--- config.mk ---
export PLATFORM = sky130hd
export DESIGN_NAME = sw_top
export DESIGN_NICKNAME = d
export VERILOG_FILES = /design/src/design/sw_pkg.sv /design/src/design/sw_ctrl_if.sv /design/src/design/sw_ctrl.sv /design/src/design/sw_pe.sv /design/src/design/sw_pe_array.sv /design/src/design/sw_max_tracker.sv /design/src/design/sw_top.sv
export SDC_FILE = /design/constraint.sdc
export NUM_CORES = 2
export LEC_CHECK = 0
export ABC_AREA = 1
export BUFFER_PORTS_ARGS = -buffer_cell sky130_fd_sc_hd__buf_2
export CORE_UTILIZATION = 30
export DETAILED_ROUTE_END_ITERATION = 10
export GPL_ROUTABILITY_DRIVEN = 0
export GPL_TIMING_DRIVEN = 0
export PLACE_DENSITY = 0.49
export SLEW_MARGIN = 20
export SYNTH_ARGS = -nofsm -noshare
export SYNTH_HDL_FRONTEND = slang
export SYNTH_SLANG_ARGS = --single-unit
--- constraint.sdc ---
create_clock -name clk -period 15.3 [get_ports clk]
set_input_delay 1.53 -clock clk [delete_from_list [all_inputs] [get_ports clk]]
set_output_delay 1.53 -clock clk [all_outputs]
set_load 0.005 [all_outputs]
--- src/design/sw_pkg.sv ---
// sizes, scoring constants and types shared by the aligner; modules import it in their bodies
package sw_pkg;

    localparam int REF_MAX_LEN  = 16;
    localparam int READ_MAX_LEN = 8;   // one cell per read base
    localparam int SCORE_W      = 10;
    localparam int COUNT_W      = $clog2(REF_MAX_LEN + READ_MAX_LEN + 1);

    typedef logic signed [SCORE_W-1:0] score_t;

    localparam score_t MATCH_SCORE    = 2;
    localparam score_t MISMATCH_SCORE = -1;
    localparam score_t GAP_OPEN       = -2;
    localparam score_t GAP_EXTEND     = -1;

    typedef logic [1:0] base_t;

    // align, insert and delete matrices of one cell
    typedef struct packed {
        score_t align;
        score_t ins;
        score_t del;
    } cell_t;

    // first base sits in the top pair
    typedef logic [2*REF_MAX_LEN-1:0]  ref_seq_t;
    typedef logic [2*READ_MAX_LEN-1:0] read_seq_t;

    typedef logic [$clog2(REF_MAX_LEN):0]    ref_len_t;   // 1-based
    typedef logic [$clog2(READ_MAX_LEN):0]   read_len_t;  // 1-based
    typedef logic [$clog2(REF_MAX_LEN)-1:0]  col_t;
    typedef logic [$clog2(READ_MAX_LEN)-1:0] row_t;
    typedef logic [COUNT_W-1:0]              count_t;

    typedef enum logic [2:0] {
        S_IDLE,
        S_LOAD,
        S_CALC,
        S_SELECT,
        S_DONE
    } sw_state_t;

endpackage

--- src/design/sw_ctrl_if.sv ---
// phase strobes, step count and job lengths from the sequencer to the datapath blocks
`timescale 1ns/1ps

interface sw_ctrl_if;
    import sw_pkg::*;

    logic      clear;    // idle, zero delay regs and row maxima
    logic      load;     // fill reference shifter
    logic      calc;
    logic      select;   // final row scan
    count_t    step;
    ref_len_t  ref_len;
    read_len_t read_len;

    modport ctrl (
        output clear, load, calc, select, step, ref_len, read_len
    );

    modport dp (
        input clear, load, calc, select, step, ref_len, read_len
    );

endinterface

--- src/design/sw_ctrl.sv ---
// job sequencer: accepts a job, runs load, calc and select phases, holds the result handshake
`timescale 1ns/1ps

module sw_ctrl (
    input  logic              clk,
    input  logic              rst,
    input  logic              i_valid,
    output logic              o_ready,
    input  sw_pkg::ref_seq_t  i_ref_seq,
    input  sw_pkg::read_seq_t i_read_seq,
    input  sw_pkg::ref_len_t  i_ref_len,
    input  sw_pkg::read_len_t i_read_len,
    input  logic              i_ready,
    output logic              o_valid,
    output sw_pkg::ref_seq_t  o_ref_seq,
    output sw_pkg::read_seq_t o_read_seq,
    sw_ctrl_if.ctrl           ctl
);
    import sw_pkg::*;

    sw_state_t state;
    sw_state_t state_n;
    count_t    step_q;
    ref_len_t  ref_len_q;
    read_len_t read_len_q;
    count_t    calc_last;
    count_t    select_last;
    logic      accept;

    assign accept      = o_ready && i_valid;
    assign calc_last   = count_t'(ref_len_q) + count_t'(read_len_q) - count_t'(1);
    assign select_last = count_t'(read_len_q) - count_t'(1);

    always_comb begin
        state_n = state;
        case (state)
            S_IDLE:   state_n = i_valid ? S_LOAD : S_IDLE;
            S_LOAD:   state_n = S_CALC;
            S_CALC:   state_n = (step_q == calc_last) ? S_SELECT : S_CALC;
            S_SELECT: state_n = (step_q == select_last) ? S_DONE : S_SELECT;
            S_DONE:   state_n = i_ready ? S_IDLE : S_DONE;
            default:  state_n = S_IDLE;
        endcase
    end

    always_ff @(posedge clk or posedge rst) begin
        if (rst) begin
            state      <= S_IDLE;
            step_q     <= '0;
            ref_len_q  <= '0;
            read_len_q <= '0;
            o_valid    <= 1'b0;
        end else begin
            state   <= state_n;
            o_valid <= (state_n == S_DONE);
            if (accept) begin
                ref_len_q  <= i_ref_len;
                read_len_q <= i_read_len;
            end
            // counter wraps to zero at each phase end
            if ((state == S_CALC && step_q != calc_last) ||
                (state == S_SELECT && step_q != select_last)) begin
                step_q <= step_q + count_t'(1);
            end else begin
                step_q <= '0;
            end
        end
    end

    always_ff @(posedge clk) begin
        if (accept) begin
            o_ref_seq  <= i_ref_seq;
            o_read_seq <= i_read_seq;
        end
    end

    assign o_ready      = (state == S_IDLE);
    assign ctl.clear    = (state == S_IDLE);
    assign ctl.load     = (state == S_LOAD);
    assign ctl.calc     = (state == S_CALC);
    assign ctl.select   = (state == S_SELECT);
    assign ctl.step     = step_q;
    assign ctl.ref_len  = ref_len_q;
    assign ctl.read_len = read_len_q;

endmodule

--- src/design/sw_pe.sv ---
// one affine-gap scoring cell of the systolic row chain; forwards the reference base downward
`timescale 1ns/1ps

module sw_pe (
    input  logic           clk,
    input  logic           rst,
    input  logic           i_a_valid,
    input  sw_pkg::base_t  i_a_base,
    input  logic           i_b_valid,
    input  sw_pkg::base_t  i_b_base,
    input  sw_pkg::cell_t  i_diag,
    input  sw_pkg::cell_t  i_top,
    input  sw_pkg::cell_t  i_left,
    output sw_pkg::cell_t  o_cell,
    output sw_pkg::score_t o_best,
    output logic           o_a_valid,
    output sw_pkg::base_t  o_a_base
);
    import sw_pkg::*;

    score_t sub;
    score_t ins_s;
    score_t del_s;
    score_t align_s;

    function automatic score_t smax(input score_t a, input score_t b);
        return (a > b) ? a : b;
    endfunction

    always_comb begin
        sub     = (i_a_base == i_b_base) ? MATCH_SCORE : MISMATCH_SCORE;
        ins_s   = smax(smax(i_top.align + GAP_OPEN, i_top.ins + GAP_EXTEND), '0);
        del_s   = smax(smax(i_left.align + GAP_OPEN, i_left.del + GAP_EXTEND), '0);
        align_s = smax(smax(i_diag.align + sub, ins_s), smax(del_s, '0));
    end

    always_comb begin
        if (i_a_valid && i_b_valid) begin
            o_cell.align = align_s;
            o_cell.ins   = ins_s;
            o_cell.del   = del_s;
        end else begin
            o_cell = i_left;   // no base pair here, carry the row along
        end
    end

    assign o_best = smax(smax(o_cell.align, o_cell.ins), smax(o_cell.del, '0));

    always_ff @(posedge clk or posedge rst) begin
        if (rst) begin
            o_a_valid <= 1'b0;
        end else begin
            o_a_valid <= i_a_valid;
        end
    end

    always_ff @(posedge clk) begin
        o_a_base <= i_a_base;   // next row sees it one step later
    end

endmodule

--- src/design/sw_pe_array.sv ---
// systolic chain of scoring cells, one per read row, with the delay registers and ref shifter
`timescale 1ns/1ps

module sw_pe_array (
    input  logic                            clk,
    input  logic                            rst,
    sw_ctrl_if.dp                           ctl,
    input  sw_pkg::ref_seq_t                i_ref_seq,
    input  sw_pkg::read_seq_t               i_read_seq,
    output sw_pkg::score_t                  o_row_best [sw_pkg::READ_MAX_LEN],
    output logic [sw_pkg::READ_MAX_LEN-1:0] o_row_active
);
    import sw_pkg::*;

    ref_seq_t shift_q;
    cell_t    cell_d  [READ_MAX_LEN];   // one step back
    cell_t    cell_dd [READ_MAX_LEN];   // two steps back
    cell_t    cell_w  [READ_MAX_LEN];
    cell_t    top_w   [READ_MAX_LEN];
    cell_t    diag_w  [READ_MAX_LEN];
    score_t   best_w  [READ_MAX_LEN];
    logic     a_valid [READ_MAX_LEN+1];
    base_t    a_base  [READ_MAX_LEN+1];

    // reference enters row 0 one base per calc step
    always_ff @(posedge clk) begin
        if (ctl.load) begin
            shift_q <= i_ref_seq;
        end else if (ctl.calc) begin
            shift_q <= shift_q << 2;
        end
    end

    assign a_valid[0] = ctl.calc && (ctl.step < count_t'(ctl.ref_len));
    assign a_base[0]  = shift_q[2*REF_MAX_LEN-1 -: 2];

    for (genvar r = 0; r < READ_MAX_LEN; r++) begin : g_row
        if (r == 0) begin : g_first
            assign top_w[r]  = '0;
            assign diag_w[r] = '0;
        end else begin : g_inner
            assign top_w[r]  = cell_d[r-1];   // row above, same column
            assign diag_w[r] = cell_dd[r-1];
        end

        assign o_row_active[r] = (ctl.read_len > read_len_t'(r));

        sw_pe i_pe (
            .clk       (clk),
            .rst       (rst),
            .i_a_valid (a_valid[r] && ctl.calc),   // valid chain drains outside calc
            .i_a_base  (a_base[r]),
            .i_b_valid (o_row_active[r]),
            .i_b_base  (i_read_seq[2*READ_MAX_LEN-1-2*r -: 2]),
            .i_diag    (diag_w[r]),
            .i_top     (top_w[r]),
            .i_left    (cell_d[r]),
            .o_cell    (cell_w[r]),
            .o_best    (best_w[r]),
            .o_a_valid (a_valid[r+1]),
            .o_a_base  (a_base[r+1])
        );
    end

    always_ff @(posedge clk or posedge rst) begin
        if (rst) begin
            for (int r = 0; r < READ_MAX_LEN; r++) begin
                cell_d[r]     <= '0;
                cell_dd[r]    <= '0;
                o_row_best[r] <= '0;
            end
        end else begin
            for (int r = 0; r < READ_MAX_LEN; r++) begin
                if (ctl.clear) begin
                    cell_d[r]     <= '0;
                    cell_dd[r]    <= '0;
                    o_row_best[r] <= '0;
                end else if (ctl.calc) begin
                    cell_d[r]     <= cell_w[r];
                    cell_dd[r]    <= cell_d[r];
                    o_row_best[r] <= best_w[r];
                end
            end
        end
    end

endmodule

--- src/design/sw_max_tracker.sv ---
// keeps each row's best score and column during calc, then scans the rows for the result
`timescale 1ns/1ps

module sw_max_tracker (
    input  logic                            clk,
    input  logic                            rst,
    sw_ctrl_if.dp                           ctl,
    input  sw_pkg::score_t                  i_row_best [sw_pkg::READ_MAX_LEN],
    input  logic [sw_pkg::READ_MAX_LEN-1:0] i_row_active,
    output sw_pkg::score_t                  o_score,
    output sw_pkg::row_t                    o_row,
    output sw_pkg::col_t                    o_col
);
    import sw_pkg::*;

    score_t row_max [READ_MAX_LEN];
    col_t   row_col [READ_MAX_LEN];
    row_t   scan_row;

    assign scan_row = row_t'(ctl.step);

    always_ff @(posedge clk or posedge rst) begin
        if (rst) begin
            for (int r = 0; r < READ_MAX_LEN; r++) begin
                row_max[r] <= '0;
                row_col[r] <= '0;
            end
            o_score <= '0;
            o_row   <= '0;
            o_col   <= '0;
        end else if (ctl.clear) begin
            for (int r = 0; r < READ_MAX_LEN; r++) begin
                row_max[r] <= '0;
                row_col[r] <= '0;
            end
            o_score <= '0;
            o_row   <= '0;
            o_col   <= '0;
        end else begin
            if (ctl.calc) begin
                for (int r = 0; r < READ_MAX_LEN; r++) begin
                    // strict compare keeps the earliest column on ties
                    if (i_row_active[r] && i_row_best[r] > row_max[r]) begin
                        row_max[r] <= i_row_best[r];
                        row_col[r] <= col_t'(ctl.step - count_t'(r) - count_t'(1));
                    end
                end
            end
            if (ctl.select && row_max[scan_row] > o_score) begin
                o_score <= row_max[scan_row];   // lowest row wins ties
                o_row   <= scan_row;
                o_col   <= row_col[scan_row];
            end
        end
    end

endmodule

--- src/design/sw_top.sv ---
// top level of the local aligner: valid/ready job in, best score with its row and column out
`timescale 1ns/1ps

module sw_top (
    input  logic              clk,
    input  logic              rst,
    input  logic              i_valid,
    output logic              o_ready,
    input  sw_pkg::ref_seq_t  i_ref_seq,
    input  sw_pkg::read_seq_t i_read_seq,
    input  sw_pkg::ref_len_t  i_ref_len,
    input  sw_pkg::read_len_t i_read_len,
    input  logic              i_ready,
    output logic              o_valid,
    output sw_pkg::score_t    o_score,
    output sw_pkg::row_t      o_row,
    output sw_pkg::col_t      o_col
);
    import sw_pkg::*;

    ref_seq_t                ref_seq;
    read_seq_t               read_seq;
    score_t                  row_best [READ_MAX_LEN];
    logic [READ_MAX_LEN-1:0] row_active;

    sw_ctrl_if ctl ();

    sw_ctrl i_ctrl (
        .clk        (clk),
        .rst        (rst),
        .i_valid    (i_valid),
        .o_ready    (o_ready),
        .i_ref_seq  (i_ref_seq),
        .i_read_seq (i_read_seq),
        .i_ref_len  (i_ref_len),
        .i_read_len (i_read_len),
        .i_ready    (i_ready),
        .o_valid    (o_valid),
        .o_ref_seq  (ref_seq),
        .o_read_seq (read_seq),
        .ctl        (ctl.ctrl)
    );

    sw_pe_array i_array (
        .clk          (clk),
        .rst          (rst),
        .ctl          (ctl.dp),
        .i_ref_seq    (ref_seq),
        .i_read_seq   (read_seq),
        .o_row_best   (row_best),
        .o_row_active (row_active)
    );

    sw_max_tracker i_tracker (
        .clk          (clk),
        .rst          (rst),
        .ctl          (ctl.dp),
        .i_row_best   (row_best),
        .i_row_active (row_active),
        .o_score      (o_score),
        .o_row        (o_row),
        .o_col        (o_col)
    );

endmodule

==> run summary <==
- **P&R area growth vs syn** 12.8%
- **detailed placer's ending HPWL** 145000 um
- **quantity of gates resized following cts** 0
- **worst-case clock skew** 28.7 ps
- **residual overflow from global routing** 0
- **CTS H-Tree Depth** 3
- **wire length on met3** 7470 um
- **Filler Cell Count** 18780
- **outcome** finished, final reports clean
- **final number of setup-violating endpoints** 0
- **setup repair after global routing missed its margin** false
- **number of input and output port buffers inserted** 79
- **start-to-end type of the worst setup path** register to register
- **post-synthesis cell type count** 70
- **number of buffers created by CTS** 82
- **Cell Area, Synth** 52900 um2
- **share of layout cells above drive strength 1** 6.58%
- **DRC viols** 0
- **Max Fclk** 0.0815 GHz
- **number of register bits inferred by synthesis** 638
- **wire length on met1** 83700 um
- **count of pins on the block boundary** 80
- **share of flip-flops with an asynchronous set or reset** 85.3%
- **first-pass detailed-route iteration total** 6
- **first-pass GRT wire length** 278000 um
- **slowest stage delay, CP** 740 ps
- **post-CTS clock slew at the launch and capture registers of the worst setup and hold paths** 60 ps
- **final wirelength** 181000 um
- **cts-stage hold buffer count** 0
- **height of the chip** 422 um
- **final worst path period share** 80.2%
- **Total Die Area** 178000 um2
- **detailed route wirelength on metal2** 83900 um
- **top metal layer carrying routed signals** met5
- **worst-case clock buffer depth** 3
- **actual slew at the worst max-slew pin** 1190 ps
- **headroom to the max-slew limit** 20.6%
- **number of antenna violations at the first check in global routing** 4
- **final critical-path required period** 12270 ps
- **average instance area after synthesis** 7.22 um2
- **final number of max-transition violations** 0
- **cell count after synthesis** 7330
- **total number of vias** 48958
- **signal arrival time at the worst endpoint** 12860 ps
- **insertion delay to the later sink of the worst-skew pair** 700 ps
- **total number of placement rows** 153
- **net count of the finished layout** 8223
- **detail-routed net length per standard cell** 18.2 um
- **Crit path top cell by count** nand2_1
- **category of the worst setup path capture point** register
- **Critical Path Fanout Max** 10
- **clock tree from TritonCTS** yes
- **overall global routing resource usage** 19.9%
- **DRC violation total after the first TritonRoute iteration** 3569
- **vias in the first global route** 47719
- **Clock Root Buffer** clkbuf_16
- **required time at the worst-slack endpoint** 15890 ps
- **critical-path cell with the highest stage delay** xor2_1
- **register area share after synthesis** 30.8%
- **setup_tns** 0 ps
- **width of the die** 422 um
- **count of maximum capacitance violations** 0
- **maximum number of pins on one net before global-route repair** 43
- **warning count from the yosys run** 0
- **final hold violation count** 0
- **antenna-violating nets left** 0
- **most common cell after layout, fill and taps aside** nand2_1
- **post-CTS setup buffers** 0
- **starting density of the core** 30.3%
- **Num Clock Sinks** 638
- **Core Region** 175000 um2
- **worst min-delay path class** register to register
- **crit path launch type** register
- **commonest register cell after synthesis** dfrtp_1
- **commonest cells after routing, fill and taps aside** nand2_1 (1767), inv_1 (961), nor2_1 (636)
- **Via density** 4.93
- **number of flops mapped to enable cells by yosys** 80
-- path summary, 6_finish.rpt --
path	start	to	slack, ps	depth (start not counted)
setup / recovery	i_array.cell_d[201]$_DFFE_PP0P_	i_array.o_row_best[53]$_DFFE_PP0P_	3030	64
hold / removal	i_array.shift_q[30]$_DFFE_PP_	i_array.g_row[0].i_pe.o_a_base[0]$_DFF_P_	400	0
setup reg to reg	i_array.cell_d[201]$_DFFE_PP0P_	i_array.o_row_best[53]$_DFFE_PP0P_	3030	64
hold reg to reg	i_array.shift_q[30]$_DFFE_PP_	i_array.g_row[0].i_pe.o_a_base[0]$_DFF_P_	400	0
max in group asynchronous	rst	i_array.cell_d[233]$_DFFE_PP0P_	12830	9
min in group asynchronous	rst	i_array.cell_dd[116]$_DFFE_PP0P_	870	3
-- layer usage --
layer,vias to the layer above,global-route usage (%)
met3,229,2.46
li1,24546,-
met4,2,5.65
met5,-,0
met2,939,33.2
met1,23242,26.7
-- logic make-up after synthesis --
logic type	synth area share, %
simple gates	27.1
buf+inv	8.73
compound gates	12.8
flops	30.8
fa+ha+maj	15.1
xor+xnor	4.67
mux	0.766
other cells	0.00709
-- stage by stage --
stage          utilization [%]  setup WS (ps)  cell area (um2)  cells  hold slack (ps)
2_1_floorplan                -           5740            52900   7336              348
3_3_place_gp              32.2           2010            56200   9740              373
3_5_place_dp              32.6           3290            56800   9767              375
4_1_cts                   34.2           3220            59700   9920              391
5_1_grt                   34.2           1870            59700   9921              407
6_report                  34.2           3030            59700   9928              403
-- state kept, by name, summed over array words and instances (netlist names), 5 cells and up --
signal,flops
i_ctrl.o_ref_seq,32
i_tracker.o_score,10
i_tracker.row_max,80
i_ctrl.ctl.step,5
i_array.g_row.i_pe.o_a_valid,7
i_array.cell_dd,70
i_tracker.row_col,32
i_array.cell_d,240
i_array.o_row_best,80
i_array.g_row.i_pe.o_a_base,14
i_ctrl.o_read_seq,16
i_ctrl.ctl.ref_len,5
i_array.shift_q,32
-- worst max-delay path, delay by kind of cell (launching register included) --
| kind | cells | cell delay [ps] |
|---|---|---|
| buf+inv | 11 | 2490 |
| fa+ha+maj | 6 | 1710 |
| xor+xnor | 3 | 1050 |
| flops | 1 | 370 |
| simple gates | 25 | 3610 |
| compound gates | 19 | 2910 |
-- area by class of cell --
cell class              instances  area [um2]  area share (%)
inverters                     990        3720            6.24
multi-input cells            5489       32000            53.6
clock inverters                45         517           0.866
flip-flops and latches        638       16300            27.3
plain buffers                 219         921            1.54
well taps                    2325        2910            4.87
clock buffers                 108        2320            3.89
diodes                          8        20.0          0.0335
repair buffers                106         973            1.63
-- cell usage after synthesis (6+ instances only) --
cell          n  area [um2]
a211oi_1     14         105
clkinv_1      6        22.5
nor2_4        6        67.6
o21ai_0     449        2250
ha_1        635        7950
dfrtp_1     544       13600
nand3b_1      8        60.1
xor2_1      199        1740
o211ai_1     32         240
nor2_1      636        2390
o21ai_1      33         165
o21ai_2      11        96.3
nor3_1       78         390
nand2_1    1768        6640
a21oi_1     334        1670
or2_2        56         350
nand3_1     594        2970
o21a_1       44         330
nand2_2      19         119
clkbuf_1    153         574
buf_2        33         165
xnor2_1      83         727
buf_4         6        45.0
o31ai_1      10        75.1
mux2_2       36         405
dfxtp_1      14         280
nand4_1      88         551
inv_2        20        75.1
nor3_2        6        60.1
nand3_2      22         220
nor4_1       28         175
o2111ai_1     9        78.8
inv_1       962        3610
and2_1       25         156
a221oi_1     20         175
o21bai_1     34         255
a31oi_1      20         125
o22ai_1      35         219
edfxtp_1     80        2400
a21boi_0     78         586
buf_1        25        93.8
a21o_1       18         135
Power is not shown: default switching activity piles up to over one toggle a cycle in this logic, so the estimate is an artifact.
